$ cat config.mk
export PLATFORM = sky130hd
export DESIGN_NAME = fetch_frontend
export DESIGN_NICKNAME = d
export VERILOG_FILES = /design/src/hdl/fetch_pkg.sv /design/src/hdl/fetch_queue.sv /design/src/hdl/pc_gen.sv /design/src/hdl/line_buffer.sv /design/src/hdl/inst_aligner.sv /design/src/hdl/predecoder.sv /design/src/hdl/fetch_frontend.sv
export SDC_FILE = /design/constraint.sdc
export NUM_CORES = 1
export LEC_CHECK = 0
export ABC_AREA = 1
export BUFFER_PORTS_ARGS = -buffer_cell sky130_fd_sc_hd__buf_2
export CORE_MARGIN = 4
export CORE_UTILIZATION = 35
export CTS_BUF_LIST = sky130_fd_sc_hd__clkbuf_4
export DETAILED_ROUTE_END_ITERATION = 8
export GPL_ROUTABILITY_DRIVEN = 0
export SETUP_SLACK_MARGIN = 0.05
export SYNTH_ARGS = -nofsm -noshare
export SYNTH_HDL_FRONTEND = slang
export SYNTH_SLANG_ARGS = --single-unit
$ cat constraint.sdc
create_clock -name clk -period 13.9 [get_ports clk]
set_input_delay 0 -clock clk [delete_from_list [all_inputs] [get_ports clk]]
set_output_delay 0 -clock clk [all_outputs]
set_load 0.01 [all_outputs]
$ cat src/hdl/fetch_pkg.sv
`default_nettype none

package fetch_pkg;

    localparam int xlen       = 32;
    localparam int line_halfs = 4;               // 16-bit parcels per line
    localparam int line_bits  = line_halfs * 16;
    localparam int line_bytes = line_halfs * 2;

    typedef logic [xlen-1:0] line_addr_t;       // low bits always zero

    typedef struct packed {
        line_addr_t addr;
        logic       epoch;
    } fetch_req_t;

    typedef struct packed {
        line_addr_t           addr;
        logic                 epoch;             // echoed from the request
        logic [line_bits-1:0] data;
    } fetch_resp_t;

    typedef struct packed {
        line_addr_t           addr;
        logic [line_bits-1:0] data;
    } line_entry_t;

    typedef struct packed {
        logic [xlen-1:0] pc;
        logic [xlen-1:0] ir;                     // upper half zero when compressed
        logic            compressed;
        logic            is_branch;
        logic            is_jal;
        logic            is_jalr;
    } fetch_inst_t;

    typedef struct packed {
        logic            valid;
        logic [xlen-1:0] pc;
    } redirect_t;

    localparam logic [6:0] op_branch = 7'b1100011;
    localparam logic [6:0] op_jal    = 7'b1101111;
    localparam logic [6:0] op_jalr   = 7'b1100111;

    // compressed forms, quadrant in ir[1:0] and funct in the top bits
    localparam logic [1:0] c_j_quad    = 2'b01;
    localparam logic [2:0] c_j_funct3  = 3'b101;
    localparam logic [1:0] c_bz_quad   = 2'b01;
    localparam logic [1:0] c_bz_funct2 = 2'b11;  // ir[15:14], beqz and bnez
    localparam logic [1:0] c_jr_quad   = 2'b10;
    localparam logic [2:0] c_jr_funct3 = 3'b100;

endpackage

`default_nettype wire

$ cat src/hdl/fetch_queue.sv
`timescale 1ns/1ps
`default_nettype none

module fetch_queue #(
    parameter int  depth     = 4,
    parameter type payload_t = logic [31:0]
) (
    input  logic     clk,
    input  logic     rst,
    input  logic     flush,
    input  logic     push,
    input  payload_t din,
    output logic     full,
    input  logic     pop,
    output payload_t dout,
    output logic     empty
);
    localparam int idx_w = (depth > 1) ? $clog2(depth) : 1;
    localparam int cnt_w = $clog2(depth + 1);

    payload_t         mem [depth];
    logic [idx_w-1:0] head;
    logic [idx_w-1:0] tail;
    logic [cnt_w-1:0] count;
    logic             do_push;
    logic             do_pop;

    assign full    = count == cnt_w'(depth);
    assign empty   = count == '0;
    assign dout    = mem[head];   // head entry, valid when not empty
    assign do_push = push && !full;
    assign do_pop  = pop && !empty;

    always_ff @(posedge clk) begin
        if (rst || flush) begin
            head  <= '0;
            tail  <= '0;
            count <= '0;
        end else begin
            if (do_push) begin
                tail <= (tail == idx_w'(depth - 1)) ? '0 : tail + 1'b1;
            end
            if (do_pop) begin
                head <= (head == idx_w'(depth - 1)) ? '0 : head + 1'b1;
            end
            count <= count + cnt_w'(do_push) - cnt_w'(do_pop);
        end
    end

    always_ff @(posedge clk) begin
        if (do_push) begin
            mem[tail] <= din;
        end
    end

    // producers are expected to honour full and empty themselves
    assert property (@(posedge clk) disable iff (rst || flush) push |-> !full)
        else $error("fetch_queue: push while full");
    assert property (@(posedge clk) disable iff (rst || flush) pop |-> !empty)
        else $error("fetch_queue: pop while empty");

endmodule

`default_nettype wire

$ cat src/hdl/pc_gen.sv
`timescale 1ns/1ps
`default_nettype none

module pc_gen #(
    parameter logic [fetch_pkg::xlen-1:0] reset_pc   = 32'h0000_1000,
    parameter int                         line_depth = 4
) (
    input  logic                  clk,
    input  logic                  rst,
    input  fetch_pkg::redirect_t  flush,
    output logic                  req_valid,
    output fetch_pkg::fetch_req_t req,
    input  logic                  req_ready,
    input  logic                  line_pop
);
    import fetch_pkg::*;

    localparam int         cred_w    = $clog2(line_depth + 1);
    localparam line_addr_t line_mask = ~line_addr_t'(line_bytes - 1);

    line_addr_t        line_addr;
    logic              epoch;
    logic              running;   // low until the first edge out of reset
    logic [cred_w-1:0] credits;   // lines requested or queued
    logic              fire;

    assign req_valid = running && (credits < cred_w'(line_depth));
    assign req.addr  = line_addr;
    assign req.epoch = epoch;
    assign fire      = req_valid && req_ready;

    always_ff @(posedge clk) begin
        if (rst) begin
            running   <= 1'b0;
            line_addr <= reset_pc & line_mask;
            epoch     <= 1'b0;
            credits   <= '0;
        end else begin
            running <= 1'b1;
            if (flush.valid) begin
                line_addr <= flush.pc & line_mask;
                epoch     <= ~epoch;  // old responses now mismatch
                credits   <= '0;      // old lines never reach the queue
            end else begin
                if (fire) begin
                    line_addr <= line_addr + line_addr_t'(line_bytes);
                end
                credits <= credits + cred_w'(fire) - cred_w'(line_pop);
            end
        end
    end

    // pops come back from line_buffer, so the bound holds across both modules
    assert property (@(posedge clk) disable iff (rst) credits <= cred_w'(line_depth))
        else $error("pc_gen: credit count above line_depth");

endmodule

`default_nettype wire

$ cat src/hdl/line_buffer.sv
`timescale 1ns/1ps
`default_nettype none

module line_buffer #(
    parameter int line_depth = 4
) (
    input  logic                   clk,
    input  logic                   rst,
    input  fetch_pkg::redirect_t   flush,
    input  logic                   epoch,
    input  logic                   resp_valid,
    input  fetch_pkg::fetch_resp_t resp,
    output logic                   line_valid,
    output fetch_pkg::line_entry_t line,
    input  logic                   line_ready,
    output logic                   line_pop
);
    import fetch_pkg::*;

    logic        push;
    logic        empty;
    line_entry_t entry;

    // the epoch flips one cycle after flush, so block pushes in that cycle too
    assign push       = resp_valid && !flush.valid && (resp.epoch == epoch);
    assign entry.addr = resp.addr;
    assign entry.data = resp.data;
    assign line_valid = !empty;
    assign line_pop   = line_valid && line_ready;   // returns one credit

    fetch_queue #(
        .depth     (line_depth),
        .payload_t (line_entry_t)
    ) line_queue (
        .clk   (clk),
        .rst   (rst),
        .flush (flush.valid),
        .push  (push),
        .din   (entry),
        .full  (),
        .pop   (line_pop),
        .dout  (line),
        .empty (empty)
    );

endmodule

`default_nettype wire

$ cat src/hdl/inst_aligner.sv
`timescale 1ns/1ps
`default_nettype none

module inst_aligner #(
    parameter logic [fetch_pkg::xlen-1:0] reset_pc = 32'h0000_1000
) (
    input  logic                   clk,
    input  logic                   rst,
    input  fetch_pkg::redirect_t   flush,
    input  logic                   line_valid,
    input  fetch_pkg::line_entry_t line,
    output logic                   line_ready,
    output logic                   inst_valid,
    output fetch_pkg::fetch_inst_t inst,
    input  logic                   inst_ready
);
    import fetch_pkg::*;

    localparam int               idx_w    = $clog2(line_halfs);
    localparam logic [idx_w-1:0] last_idx = idx_w'(line_halfs - 1);

    logic [xlen-1:0]  pc;            // pc of the next instruction
    logic             carry_valid;
    logic [15:0]      carry_half;    // low parcel from the previous line
    logic [idx_w-1:0] idx;
    logic [idx_w-1:0] idx_hi;
    logic [15:0]      lo_half;
    logic [15:0]      hi_half;
    logic             is_rvc;
    logic             straddle;
    logic             last_used;
    logic             take;
    line_addr_t       pc_line;

    assign idx     = pc[idx_w:1];
    assign idx_hi  = idx + 1'b1;
    assign pc_line = pc & ~line_addr_t'(line_bytes - 1);

    assign lo_half = carry_valid ? carry_half : line.data[idx*16 +: 16];
    assign hi_half = carry_valid ? line.data[15:0] : line.data[idx_hi*16 +: 16];
    assign is_rvc  = lo_half[1:0] != 2'b11;

    // 32-bit instruction starting in the last parcel
    assign straddle  = !carry_valid && !is_rvc && (idx == last_idx);
    // the instruction uses the last parcel of the head line
    assign last_used = !carry_valid && (is_rvc ? idx == last_idx : idx_hi == last_idx);

    assign inst_valid = line_valid && !straddle;
    assign take       = inst_valid && inst_ready;
    assign line_ready = straddle || (take && last_used);

    always_comb begin
        inst    = '0;   // predecoder fills in the flags
        inst.pc = pc;
        inst.ir = is_rvc ? {16'h0000, lo_half} : {hi_half, lo_half};
    end

    always_ff @(posedge clk) begin
        if (rst) begin
            pc          <= reset_pc;
            carry_valid <= 1'b0;
        end else if (flush.valid) begin
            pc          <= flush.pc;
            carry_valid <= 1'b0;
        end else if (line_valid && straddle) begin
            carry_valid <= 1'b1;   // pc stays on the low half
        end else if (take) begin
            pc          <= pc + (is_rvc ? xlen'(2) : xlen'(4));
            carry_valid <= 1'b0;
        end
    end

    always_ff @(posedge clk) begin
        if (line_valid && straddle) begin
            carry_half <= lo_half;
        end
    end

    assert property (@(posedge clk) disable iff (rst) !pc[0])
        else $error("inst_aligner: expected pc not halfword aligned");
    // lines stay contiguous between redirects, so the head must hold pc
    assert property (@(posedge clk) disable iff (rst || flush.valid)
        line_valid |-> line.addr == (carry_valid ? pc_line + line_bytes : pc_line))
        else $error("inst_aligner: head line does not hold the expected pc");

endmodule

`default_nettype wire

$ cat src/hdl/predecoder.sv
`timescale 1ns/1ps
`default_nettype none

module predecoder (
    input  logic                   inst_valid,
    input  fetch_pkg::fetch_inst_t inst,
    output logic                   inst_ready,
    output logic                   q_push,
    output fetch_pkg::fetch_inst_t q_din,
    input  logic                   q_full,
    output fetch_pkg::redirect_t   pd_redirect
);
    import fetch_pkg::*;

    logic [xlen-1:0] ir;
    logic            rvc;
    logic            c_j;
    logic            c_bz;
    logic            c_jr;
    logic [xlen-1:0] j_imm;
    logic [xlen-1:0] cj_imm;

    assign ir  = inst.ir;
    assign rvc = ir[1:0] != 2'b11;

    assign c_j  = ir[1:0] == c_j_quad && ir[15:13] == c_j_funct3;
    assign c_bz = ir[1:0] == c_bz_quad && ir[15:14] == c_bz_funct2;
    // c.jr and c.jalr, rs1 of zero would be c.ebreak
    assign c_jr = ir[1:0] == c_jr_quad && ir[15:13] == c_jr_funct3
                  && ir[6:2] == 5'd0 && ir[11:7] != 5'd0;

    assign j_imm  = {{12{ir[31]}}, ir[19:12], ir[20], ir[30:21], 1'b0};
    assign cj_imm = {{21{ir[12]}}, ir[8], ir[10:9], ir[6], ir[7], ir[2], ir[11],
                     ir[5:3], 1'b0};

    always_comb begin
        q_din            = inst;
        q_din.compressed = rvc;
        if (rvc) begin
            q_din.is_branch = c_bz;
            q_din.is_jal    = c_j;
            q_din.is_jalr   = c_jr;
        end else begin
            q_din.is_branch = ir[6:0] == op_branch;
            q_din.is_jal    = ir[6:0] == op_jal;
            q_din.is_jalr   = ir[6:0] == op_jalr;  // classified only
        end
    end

    assign inst_ready = !q_full;
    assign q_push     = inst_valid && !q_full;

    // jumps are always taken, branches fall through
    assign pd_redirect.valid = q_push && q_din.is_jal;
    assign pd_redirect.pc    = inst.pc + (rvc ? cj_imm : j_imm);

endmodule

`default_nettype wire

$ cat src/hdl/fetch_frontend.sv
`timescale 1ns/1ps
`default_nettype none

module fetch_frontend #(
    parameter logic [fetch_pkg::xlen-1:0] reset_pc   = 32'h0000_1000,
    parameter int                         line_depth = 4,
    parameter int                         inst_depth = 8
) (
    input  logic                   clk,
    input  logic                   rst,
    output logic                   req_valid,
    output fetch_pkg::fetch_req_t  req,
    input  logic                   req_ready,
    input  logic                   resp_valid,
    input  fetch_pkg::fetch_resp_t resp,
    input  fetch_pkg::redirect_t   be_redirect,
    output logic                   out_valid,
    output fetch_pkg::fetch_inst_t out,
    input  logic                   out_ready
);
    import fetch_pkg::*;

    redirect_t   flush;
    redirect_t   pd_redirect;
    logic        line_valid;
    logic        line_ready;
    logic        line_pop;
    line_entry_t line;
    logic        inst_valid;
    logic        inst_ready;
    fetch_inst_t inst;
    logic        q_push;
    logic        q_full;
    logic        q_empty;
    fetch_inst_t q_din;

    assign flush     = be_redirect.valid ? be_redirect : pd_redirect; // backend wins
    assign out_valid = !q_empty;

    pc_gen #(.reset_pc(reset_pc), .line_depth(line_depth)) pc_gen_inst (
        .clk (clk), .rst (rst), .flush (flush),
        .req_valid (req_valid), .req (req), .req_ready (req_ready),
        .line_pop (line_pop)
    );

    line_buffer #(.line_depth(line_depth)) line_buffer_inst (
        .clk (clk), .rst (rst), .flush (flush), .epoch (req.epoch),
        .resp_valid (resp_valid), .resp (resp),
        .line_valid (line_valid), .line (line), .line_ready (line_ready),
        .line_pop (line_pop)
    );

    inst_aligner #(.reset_pc(reset_pc)) inst_aligner_inst (
        .clk (clk), .rst (rst), .flush (flush),
        .line_valid (line_valid), .line (line), .line_ready (line_ready),
        .inst_valid (inst_valid), .inst (inst), .inst_ready (inst_ready)
    );

    predecoder predecoder_inst (
        .inst_valid (inst_valid), .inst (inst), .inst_ready (inst_ready),
        .q_push (q_push), .q_din (q_din), .q_full (q_full),
        .pd_redirect (pd_redirect)
    );

    // a predecoded jump keeps itself and everything older, only the backend clears
    fetch_queue #(.depth(inst_depth), .payload_t(fetch_inst_t)) inst_queue (
        .clk   (clk),
        .rst   (rst),
        .flush (be_redirect.valid),
        .push  (q_push),
        .din   (q_din),
        .full  (q_full),
        .pop   (out_valid && out_ready),
        .dout  (out),
        .empty (q_empty)
    );

endmodule

`default_nettype wire

==> impl_metrics.py, run 1 <==
metrics = {
    "status": {
        "outcome": "completed",
    },
    "yosys": {
        "syn_inst": 3807,
        "yosysSeqAreaShare": 0.656,
        "synth_top_family_by_area": "simple AND/OR/NAND/NOR gates",
        "synth_compound_area_frac": 0.114,
        "syn_area_mm2": 0.0401,
        "yosysUniqueCellTypes": 53,
        "synth-simple-area-share": 0.160,
        "synth-edff-count": 816,
        "yosysWarnings": 0,
        "synth_xor_area_frac": 0.0107,
        "synth_mux_area_frac": 0.000250,
        "synth-seq-cells": 905,
        "async_reset_ff_frac": 0,
        "synthAdderAreaFrac": 0.0189,
        "synth_top_flop_cell": "edfxtp_1",
        "avgSynthCellArea_um2": 10.5,
    },
    "cells_and_area": {
        "multi_input_area_mm2": 0.0123,
        "finalNetCount": 4481,
        "syn2layout_area_growth_pct": 18.6,
        "area.sequential_mm2": 0.0263,
        "num-fill-cells": 10878,
        "drive_above_1_share": 0.145,
    },
    "clock_network": {
        "htreeDepth": 4,
        "root_buffer": "clkbuf_4",
        "tritoncts": "built",
        "clk_latency_ps": 1140,
        "cts_buffers": 225,
        "cts_buffer_depth": 3,
        "clkSinkCount": 905,
        "cts.repair.resized": 0,
        "path_clk_slew_ps": 70,
        "postCtsSetupBuffers": 0,
    },
    "route": {
        "drt-total-wl_um": 114000,
        "dr.first_iter.drc_count": 2436,
        "wl_per_cell_um": 19.0,
        "num_vias": 30150,
        "antenna_left": 0,
        "vias_per_cell": 5.04,
        "firstDrtPassIters": 6,
        "drc": 0,
    },
    "critical_path": {
        "crit_path_top_delay_cell": "a21oi_1",
        "cp_num_cells": 21,
        "r2r_cells": 21,
        "cp_cell_sequence": "inv_1, ha_1, nand2_1, inv_1, nor2_1, buf_4, inv_1, nand3_1, a21oi_1, a21oi_1, fa_1, o21ai_0, a21boi_0, o21ai_0, a21boi_0, o211ai_1, nand3_1, nand2_1, nand2_1, a21oi_1, dlygate4sd3_1",
        "worstSetupStartpoint": "inst_aligner_inst.pc[1]",
        "rr_startpoint": "inst_aligner_inst.pc[1]",
        "cp_num_buf_inv": 5,
        "required_ps": 14950,
        "crit_type": "reg2reg",
        "max_stage_delay_ps": 920,
        "critPathMaxFanout": 30,
        "crit_path_end_kind": "register",
        "worstPathArrival_ps": 8310,
        "critPathTopFamily": "compound AO/OA/AOI/OAI gates",
        "critPathLaunchType": "register",
    },
    "power": {
        "clkPwrFrac": 0.321,
        "netSwitchingPower_mw": 2.19,
        "p_int_mw": 4.69,
        "seqPwrFrac": 0.465,
        "combPwrFrac": 0.214,
        "total_power_mw": 6.88,
        "p_per_area_mw_per_mm2": 145,
        "ir_worst_vdd_mv": 0.0716,
        "p_leak_nw": 17.5,
        "swShare": 0.318,
    },
    "placement": {
        "io_buffers": 202,
        "hpwl_um": 67800,
    },
    "global_route": {
        "grt_use_total": 0.183,
        "grt_pass1_vias": 28525,
        "globalRouteOverflowTotal": 0,
        "grt_pass1_wl_um": 171000,
        "grt_max_degree": 208,
        "antenna_found_initial": 11,
    },
    "timing": {
        "final_hold_viol_count": 0,
        "finalCritPeriodShare": 0.523,
        "rsz0062_at_grt": "no",
        "drv_slew": 0,
        "setup_violations": 0,
        "clock_skew_ps": 102,
        "tightestPinTransition_ps": 1240,
        "slew_headroom": 0.175,
        "min_period_ps": 7260,
        "max_freq_mhz": 138,
        "tns_ps": 0,
    },
    "die": {
        "die_x_um": 346,
        "dieArea_mm2": 0.120,
        "die_height_um": 346,
        "start_util": 0.354,
        "fp.coreArea_mm2": 0.113,
        "pin_count": 238,
        "std_cell_rows": 123,
    },
    "hold_path": {
        "worstHoldPathCells": 3,
        "hold_path.class": "in2reg",
        "hp-start": "resp[11]",
    },
    "job": {
        "max_cap_viol_count": 0,
    },
}
## cell usage after synthesis, drive strengths merged (2+ instances only)
library cell / n / share of area
a31oi: 81 / 0.013
edfxtp: 816 / 0.61
o31ai: 2 / 0.00037
nand3: 183 / 0.023
o211ai: 17 / 0.0033
nor4: 14 / 0.0022
o21ai: 463 / 0.058
clkbuf: 129 / 0.012
fa: 4 / 0.0020
nand3b: 4 / 0.00075
o21bai: 6 / 0.0011
nand4: 16 / 0.0025
or2: 14 / 0.0022
a21boi: 2 / 0.00037
xnor2: 17 / 0.0037
buf: 79 / 0.012
a32o: 10 / 0.0025
a211oi: 7 / 0.0013
ha: 54 / 0.017
a32oi: 2 / 0.00044
dfxtp: 89 / 0.044
xor2: 32 / 0.0070
o21a: 5 / 0.00094
inv: 164 / 0.015
o211a: 3 / 0.00075
o22ai: 86 / 0.013
a21oi: 137 / 0.017
nand2: 651 / 0.062
nor2: 675 / 0.063
nor3: 33 / 0.0041
a21o: 4 / 0.00075
## repair_timing
action                                 CTS  global route
hold buffers                           218             0
setup endpoints to repair                0             0
endpoints found under the hold margin  345             0
## through the flow
step	hold WS (ps)	cells	setup WS (ps)	utilization	area, um2
finish	208	5980	6640	0.420	47500
global route	68.4	5977	6130	0.420	47500
CTS	84.0	5966	6640	0.420	47500
detailed placement	217	5343	7140	0.375	42400
global placement	213	5343	7200	0.375	42400
floorplan	98.9	3809	8620	-	40100
## sequential cells by signal, indices dropped and copies added (netlist names), named ones only
signal,cells
inst_queue.mem,544
line_buffer_inst.line_queue.mem,256
inst_aligner_inst.pc,32
pc_gen_inst.line_addr,29
inst_aligner_inst.carry_half,16
inst_queue.count,4
inst_queue.head,3
inst_queue.tail,3
line_buffer_inst.line_queue.count,3
pc_gen_inst.credits,3
line_buffer_inst.line_queue.head,2
line_buffer_inst.line_queue.tail,2
inst_aligner_inst.carry_valid,1
pc_gen_inst.epoch,1
pc_gen_inst.running,1
## worst register-to-register path: cells and delay by family (launching register included)
family / cells / cell delay [ps]
flip-flops: 1 / 510
buffers and inverters: 5 / 1790
AND/OR/NAND/NOR: 6 / 670
adder cells (fa/ha/maj): 2 / 1310
AO/OA/AOI/OAI: 8 / 2970
## area by class of cell
type                       instances  area share
tap                             1500      0.0395
sequential                       905       0.553
multi-input combinational       2531       0.259
clock inverter                    83     0.00990
antenna                           14    0.000737
timing repair buffer             460      0.0738
inverter                         165      0.0133
clock buffer                     322      0.0509
## power groups by stage
stage / clock [mW] / combinational, mW / sequential [mW]
after global routing: 2.42 / 1.63 / 3.21
after detailed placement: 0 / 1.41 / 3.26
after CTS: 2.27 / 1.47 / 3.20
final: 2.21 / 1.47 / 3.20
after floorplan: 0 / 0.902 / 3.22
after global placement: 0 / 1.40 / 3.26
## cells by family (layout without fill, tap and decap cells)
| group | count (synthesis) | in the layout |
|---|---|---|
| buf+inv | 373 | 1030 |
| other cells | 1 | 17 |
| flops | 905 | 905 |
| xor+xnor | 49 | 49 |
| mux | 1 | 1 |
| fa+ha+maj | 58 | 58 |
| compound gates | 830 | 830 |
| simple gates | 1590 | 1590 |
## cell usage in the layout (no fill, tap or decap), types with 10 or more instances in the layout
cell | netlist | routed
a21oi_1 | 137 | 137
a31oi_1 | 81 | 81
a32o_1 | 10 | 10
buf_2 | 27 | 202
buf_4 | 16 | 39
clkbuf_4 | 0 | 322
clkinv_1 | 1 | 59
clkinv_2 | 0 | 11
dfxtp_1 | 89 | 84
diode_2 | 0 | 14
dlygate4sd3_1 | 0 | 218
edfxtp_1 | 816 | 816
ha_1 | 54 | 54
inv_1 | 156 | 155
nand2_1 | 640 | 640
nand2_2 | 10 | 10
nand3_1 | 180 | 180
nand4_1 | 16 | 16
nor2_1 | 674 | 662
nor2_4 | 0 | 12
nor3_1 | 33 | 33
nor4_1 | 14 | 14
o211ai_1 | 16 | 16
o21ai_0 | 433 | 433
o21ai_1 | 28 | 28
o22ai_1 | 86 | 86
or2_2 | 13 | 13
xnor2_1 | 17 | 17
xor2_1 | 32 | 32
## worst paths after layout
check	endpoint	slack (ps)
worst max register to register	pc_gen_inst.line_addr[23]	6640
worst min register to register	register	510
worst max-delay path	pc_gen_inst.line_addr[23]	6640
worst min-delay path	line_buffer_inst.line_queue.mem[2][11]	210
## routing by layer
layer  track usage  vias up  wire length, um
met5             0        -               34
met4        0.0567        6             2480
met3        0.0429      169             8170
met2         0.294     1002            52800
met1         0.248    14408            50100
li1              -    14565                -
(Power assumes the default switching activity.)
==> run 2: changes to the inputs <==
Clock period 13.9 ns to 7.5 ns, I/O delays scaled along.
==> run 2 against run 1 <==
Maximum frequency rose by 6.5%. Critical endpoint unchanged. Utilization is essentially flat. Global-route usage hardly changed. Register-to-register slack got worse by 6000 ps. Flip-flop and latch count did not move. Clock skew fell by 28 ps. Count of clock-buffer cells in the layout decreased by 6. Sequential power increased by 85%. Power increased by 84%. First-iteration DRC count decreased by 0.62%. Setup slack got worse by 6000 ps.
==> impl_metrics.py, run 2 (synthesis gave the netlist of run 1 again) <==
metrics = {
    "route": {
        "num_vias": 30195,
        "antenna_left": 0,
        "drt-total-wl_um": 113000,
        "firstDrtPassIters": 8,
        "vias_per_cell": 5.06,
        "wl_per_cell_um": 18.9,
        "dr.first_iter.drc_count": 2421,
        "drc": 0,
    },
    "timing": {
        "drv_slew": 0,
        "min_period_ps": 6820,
        "max_freq_mhz": 147,
        "tightestPinTransition_ps": 1250,
        "setup_violations": 0,
        "tns_ps": 0,
        "final_hold_viol_count": 0,
        "rsz0062_at_grt": "no",
        "clock_skew_ps": 74.0,
        "slew_headroom": 0.156,
        "finalCritPeriodShare": 0.909,
    },
    "critical_path": {
        "setup.worst_path.end": "pc_gen_inst.line_addr[23]",
        "max_stage_delay_ps": 750,
        "worstPathArrival_ps": 7840,
        "cp_num_cells": 25,
        "r2r_end": "pc_gen_inst.line_addr[23]",
        "critPathTopFamily": "compound AO/OA/AOI/OAI gates",
        "critPathLaunchType": "register",
        "r2r_cells": 25,
        "path_common_cell": "nand2_1",
        "crit_path_end_kind": "register",
        "rrSetupSlack_ps": 680,
        "crit_type": "reg2reg",
        "crit_path_top_delay_cell": "clkinv_2",
        "cp_num_buf_inv": 4,
        "required_ps": 8520,
        "critPathMaxFanout": 53,
    },
    "status": {
        "outcome": "completed",
    },
    "die": {
        "dieArea_mm2": 0.120,
        "start_util": 0.354,
        "die_height_um": 346,
        "pin_count": 238,
        "fp.coreArea_mm2": 0.113,
        "std_cell_rows": 123,
        "die_x_um": 346,
    },
    "clock_network": {
        "cts.repair.resized": 0,
        "cts_buffer_depth": 3,
        "clk_latency_ps": 1120,
        "htreeDepth": 4,
        "path_clk_slew_ps": 70,
        "root_buffer": "clkbuf_4",
        "cts_buffers": 220,
        "clkSinkCount": 905,
        "tritoncts": "built",
    },
    "global_route": {
        "grt_pass1_wl_um": 171000,
        "grt_pass1_vias": 28688,
        "grt_use_total": 0.183,
        "antenna_found_initial": 15,
        "grt_max_degree": 213,
        "globalRouteOverflowTotal": 0,
    },
    "cells_and_area": {
        "drive_above_1_share": 0.145,
        "top_register": "inst_queue.mem",
        "final-instance-count-excl-fill": 5968,
        "finalNetCount": 4488,
        "syn2layout_area_growth_pct": 18.6,
        "layout_common_cells": "edfxtp_1, nor2_1, nand2_1",
        "reg_top3": "inst_queue.mem: 544 flops, line_buffer_inst.line_queue.mem: 256 flops, inst_aligner_inst.pc: 32 flops",
        "utilization": 0.420,
        "final_common_cell": "edfxtp_1",
        "largest_register_ffs": 544,
    },
    "job": {
        "max_cap_viol_count": 0,
    },
    "power": {
        "p_per_area_mw_per_mm2": 266,
        "ir_worst_vdd_mv": 0.176,
        "p_leak_nw": 17.5,
    },
    "hold_path": {
        "hold_path.class": "in2reg",
    },
    "placement": {
        "dp.cells": 5351,
        "hpwl_um": 69200,
        "io_buffers": 202,
    },
}
[run 2: cell count changes in the layout (fill, tap and decap cells not counted), moves of 2 or more]
cell	change
buf_4	+7
inv_6	+2
diode_2	-8
clkbuf_4	-6
dlygate4sd3_1	+4
clkinv_1	-10
[run 2: worst reg2reg max path: cells and delay by family (launching register included)]
| family | cells | cell delay (ps) |
|---|---|---|
| simple gates | 12 | 1870 |
| flops | 1 | 660 |
| buf+inv | 4 | 1520 |
| compound gates | 7 | 2080 |
| fa+ha+maj | 2 | 630 |
[run 2: worst min-delay path by stage]
stage	to	cells past startpoint	start	slack [ps]
floorplan	line_buffer_inst.line_queue.mem[0][0]	0	resp[0]	100
global placement	line_buffer_inst.line_queue.mem[3][49]	1	resp[49]	210
detailed placement	line_buffer_inst.line_queue.mem[3][22]	1	resp[22]	220
CTS	line_buffer_inst.line_queue.mem[0][20]	3	resp[20]	90
global route	line_buffer_inst.line_queue.mem[0][55]	3	resp[55]	130
finish	line_buffer_inst.line_queue.mem[0][44]	3	resp[44]	230
[run 2: area by class of cell]
| cell class | instances | area (um2) |
|---|---|---|
| inverter | 165 | 633 |
| fill | 10857 | 65600 |
| sequential | 905 | 26300 |
| timing repair buffer | 472 | 3620 |
| tap | 1500 | 1880 |
| antenna | 6 | 15.0 |
| multi-input combinational | 2531 | 12300 |
| clock inverter | 73 | 408 |
| clock buffer | 316 | 2370 |
[run 2: metrics by stage]
stage	hold slack, ps	area [um2]	setup slack [ps]	power, mW
floorplan	98.9	40100	2220	7.63
global placement	213	42500	1310	8.64
detailed placement	219	42500	1210	8.67
CTS	88.6	47500	742	12.8
global route	134	47500	55.4	13.4
finish	230	47500	683	12.6
[run 2: power breakdown]
group          total, mW  switching [mW]  internal, mW
combinational       2.74            1.88         0.863
sequential          5.93           0.181          5.75
clock               3.97            1.95          2.02
[run 2: per-layer routing]
metal  GRT usage  up-vias  share of wire
met5           0        -        0.00037
met4      0.0595        8          0.024
met3      0.0393      191          0.069
met2       0.296     1012           0.47
met1       0.247    14426           0.44
li1            -    14558              -
[run 2: timing repair]
action | in CTS | in global routing
endpoints found under the hold margin | 374 | 0
setup buffers | 0 | 0
hold buffers | 222 | 0
